[config.mk]
export PLATFORM = sky130hd
export DESIGN_NAME = pcUpdate
export DESIGN_NICKNAME = d
export VERILOG_FILES = /design/src/rtl/y86Pkg.sv /design/src/rtl/pcUpdate.sv
export SDC_FILE = /design/constraint.sdc
export NUM_CORES = 1
export LEC_CHECK = 0
export BUFFER_PORTS_ARGS = -buffer_cell sky130_fd_sc_hd__clkbuf_2
export CAP_MARGIN = 20
export CORE_AREA = 5 5 102 104
export CTS_BUF_LIST = sky130_fd_sc_hd__clkbuf_2 sky130_fd_sc_hd__clkbuf_4 sky130_fd_sc_hd__clkbuf_8
export CTS_CLUSTER_DIAMETER = 100
export DETAILED_ROUTE_END_ITERATION = 6
export DIE_AREA = 0 0 107 109
export GPL_TIMING_DRIVEN = 1
export PLACE_DENSITY = 0.89
export SYNTH_ARGS = -nofsm -noshare
export SYNTH_HDL_FRONTEND = slang
export SYNTH_SLANG_ARGS = --single-unit
[constraint.sdc]
create_clock -name clk -period 3.14 [get_ports clk]
set_input_delay 0.157 -clock clk [delete_from_list [all_inputs] [get_ports clk]]
set_output_delay 0.157 -clock clk [all_outputs]
set_load 0.02 [all_outputs]
[src/rtl/y86Pkg.sv]
`default_nettype none

package y86Pkg;

  // machine word and field types
  typedef logic [63:0] wordT;
  typedef logic [3:0]  icodeT;
  typedef logic [3:0]  ifunT;
  typedef logic [3:0]  regIdT;
  typedef logic [1:0]  statT;

  // instruction codes, upper nibble of byte 0
  localparam icodeT icHalt   = 4'h0;
  localparam icodeT icNop    = 4'h1;
  localparam icodeT icRrmovq = 4'h2;
  localparam icodeT icIrmovq = 4'h3;
  localparam icodeT icRmmovq = 4'h4;
  localparam icodeT icMrmovq = 4'h5;
  localparam icodeT icOpq    = 4'h6;
  localparam icodeT icJxx    = 4'h7;
  localparam icodeT icCall   = 4'h8;
  localparam icodeT icRet    = 4'h9;
  localparam icodeT icPushq  = 4'hA;
  localparam icodeT icPopq   = 4'hB;

  // alu functions for OPq
  localparam ifunT aluAdd = 4'h0;
  localparam ifunT aluSub = 4'h1;
  localparam ifunT aluAnd = 4'h2;
  localparam ifunT aluXor = 4'h3;

  // branch / conditional move conditions
  localparam ifunT cAlways = 4'h0;
  localparam ifunT cLe     = 4'h1;
  localparam ifunT cL      = 4'h2;
  localparam ifunT cE      = 4'h3;
  localparam ifunT cNe     = 4'h4;
  localparam ifunT cGe     = 4'h5;
  localparam ifunT cG      = 4'h6;

  // register ids
  localparam regIdT regRsp  = 4'h4;
  localparam regIdT regNone = 4'hF;

  // core status
  localparam statT statAok = 2'd0;
  localparam statT statHlt = 2'd1;
  localparam statT statAdr = 2'd2;
  localparam statT statIns = 2'd3;

endpackage

`default_nettype wire

[src/rtl/pcUpdate.sv]
`default_nettype none

module pcUpdate
  import y86Pkg::*;
(
  input  logic  clk,
  input  logic  rst,
  input  icodeT icode,
  input  logic  cnd,
  input  wordT  valC,
  input  wordT  valM,
  input  wordT  valP,
  input  logic  instrValid,
  input  logic  imemError,
  input  logic  dmemError,
  output wordT  pc,
  output statT  stat,
  output logic  run
);
  statT nextStat;
  wordT nextPc;

  // error priority: fetch, decode, memory, then halt
  always_comb begin
    if (imemError) begin
      nextStat = statAdr;
    end else if (!instrValid) begin
      nextStat = statIns;
    end else if (dmemError) begin
      nextStat = statAdr;
    end else if (icode == icHalt) begin
      nextStat = statHlt;
    end else begin
      nextStat = statAok;
    end
  end

  // global commit enable for every state element
  assign run = !rst && (stat == statAok) && (nextStat == statAok);

  always_comb begin
    if (icode == icCall || (icode == icJxx && cnd)) begin
      nextPc = valC;
    end else if (icode == icRet) begin
      nextPc = valM;
    end else begin
      nextPc = valP;
    end
  end

  // stat is sticky, pc parks on the stopping instruction
  always_ff @(posedge clk) begin
    if (rst) begin
      pc   <= '0;
      stat <= statAok;
    end else if (stat == statAok) begin
      stat <= nextStat;
      if (run) begin
        pc <= nextPc;
      end
    end
  end

  assert property (@(posedge clk) disable iff (rst) stat != statAok |=> stat != statAok);

  assert property (@(posedge clk) disable iff (rst) stat != statAok |=> $stable(pc));

endmodule

`default_nettype wire

==> impl_results.md <==
- Post-CTS resize count: 0
- Hold-fix buffers, CTS: 0
- CTS tree: yes
- Fmax: 544 MHz
- Worst setup EP type: output port
- Worst VDD drop: 0.241 mV
- Hpwl dp: 10.2 mm
- Starting density of the core: 0.440
- Post-synthesis sequential area ratio: 0.317
- Vias per cell: 5.41
- DR vias: 4380
- Power per cell area: 368 nW/um^2
- Startpoint types: flip-flop
- Die area: 11700 sq um
- Count of cell types in the netlist: 21
- Inserted Clock Buffers: 9
- Initial antenna violation count: 0
- Port bufs: 268
- Max Cap Violations: 0
- Pint: 1570 uW
- Die width: 107 um
- Final WS setup: 1.30 ns
- Final setup vio count: 0
- Pre-CTS WS: 1.10 ns
- Ports: 269
- Share of cells above drive strength 1: 0.528
- Unrepaired setup endpoints after global routing: false
- Critical path class: flip-flop to output port
- Gate Count Post-Synth: 451
- Wire per inst: 16.4 um
- Number of global-route vias before repair: 4490
- Clock Skew: 0.00858 ns
- Ys Warns: 0
- HP Class: primary input to flip-flop
- Sink Count: 66
- Global-route wire length before repair: 20.9 mm
- Post-Syn Area: 4160 sq um
- # DRC: 0
- Req. time, crit path: 2.98 ns
- Measured slew at the worst slew-check pin: 0.782 ns
- Syn_nets: 653
- Largest net degree at the start of global routing: 129
- 1st-pass router iterations: 4
- Grt ovf: 0
- Setup TNS: 0 ns
- Final net count: 893
- Row cnt: 36
- Fin crit period: 1.84 ns
- Die Y-Extent: 109 um
- Clock Pin Slew Worst Setup and Hold Paths: 0.07 ns
- Critical Path AT: 1.68 ns
- Commonest non-fill, non-tap cell in the layout: clkbuf_2
- Share of the synthesized area in the top cell type: 0.317
- Sequential Power Share: 0.416
- Fin crit share: 0.585
- Antenna Nets Post-Route: 0
- Max_slew headroom: 0.478
- Outcome: finished, final reports clean
- Switching portion of total power: 0.254
- Tot GR Track Use: 0.221
- Total Wirelength: 13.3 mm
- Post-synthesis register bit count: 66
- Drt first-iter violations: 202
- Area contributors post-synth: dfxtp_1 32%, o31ai_2 18%, nand3b_1 12%, nor2b_1 9.8%, a211oi_1 9.7%
- Most frequent cells in the layout: 268 x clkbuf_2, 69 x nor2_1, 66 x dfxtp_1
- Ant. Diodes: 0
- Later-pin clock latency in the skew report: 0.33 ns
- Final hold violation count: 0
- Placer Congestion: 0.822
- Syn-to-layout area delta: 37.2%
- Syn Area/Cell: 9.23 sq um
- Clock power share: 0.388
- Switching power: 535 uW
- Htree depth: 3
- Core ar.: 9460 sq um
- CTS Root Cell: clkbuf_8
- Top cell type by total area after synthesis: dfxtp_1
- Post-CTS setup buffers: 0
- CP max FO: 21
- Clock buffer depth: 2
- Leakage: 0.00263 uW
- Max Slew Vio Count: 0
- Combinational fraction of design power: 0.196
-- critical path: stages, from the launching register on --
cell,delay [ns]
dfxtp_1,0.32
nor2_1,0.22
o2111ai_4,0.43
inv_1,0.18
clkbuf_2,0.19
-- flip-flops by register name (all words and copies together) (netlist names) --
signal  cells
stat        2
pc         64
-- through the flow --
stage	instance area [sq um]	cells	utilization	power, uW	hold WS (ns)
floorplan	4160	451	-	1120	0.351
global placement	5490	794	0.580	1290	0.446
detailed placement	5490	794	0.580	1310	0.452
CTS	5710	809	0.604	2130	0.0983
global route	5710	809	0.604	2200	0.112
finish	5710	809	0.604	2100	0.111
-- cell type report --
class,instances,area [sq um]
fillers,831,3750
multi-input cells,335,2570
repair buffers,277,1450
flip-flops and latches,66,1320
clock buffers,13,166
well taps,114,143
clock inverters,2,60.1
inverters,2,7.51
-- worst paths after layout --
kind            start     end  slack (ns)  cells after the start
max reg2reg   stat[1]  pc[46]        1.42                      4
min reg2reg    pc[47]  pc[47]        0.50                      2
max           stat[1]     run        1.30                      4
min          valC[47]  pc[47]        0.11                      3
-- routing by layer --
metal	vias to the layer above	track usage	routed length, um
met1	2013	0.251	5180
met4	0	0.109	444
met5	-	0	0
li1	2129	-	-
met2	197	0.394	6840
met3	41	0.0450	820
-- synth_stat cells --
| cell type | n |
|---|---|
| nor2_1 | 69 |
| dfxtp_1 | 66 |
| nor2b_1 | 65 |
| nand3b_1 | 64 |
| o31ai_2 | 60 |
| a211oi_1 | 54 |
| buf_2 | 30 |
| a211oi_2 | 10 |
| clkbuf_1 | 8 |
| buf_6 | 5 |
| o31ai_1 | 5 |
| buf_4 | 4 |
| a21oi_1 | 2 |
| inv_1 | 2 |
| and4bb_1 | 1 |
| buf_8 | 1 |
| mux2_2 | 1 |
| mux2i_4 | 1 |
| nand4_1 | 1 |
| o2111ai_2 | 1 |
| or3_4 | 1 |
-- logic make-up after synthesis --
logic type	count (synthesis)	share of synthesized area
AOI/OAI and AO/OA	132	0.323
buffers and inverters	50	0.0694
DFF	66	0.317
muxes	2	0.00811
and+or+nand+nor	201	0.282
-- power groups by stage --
stage	clock network, uW	registers (uW)	logic, uW
floorplan	0	921	203
global placement	0	893	398
detailed placement	0	894	414
CTS	839	875	415
global route	876	877	451
finish	815	875	412
Power figures use the tool's default switching activity.
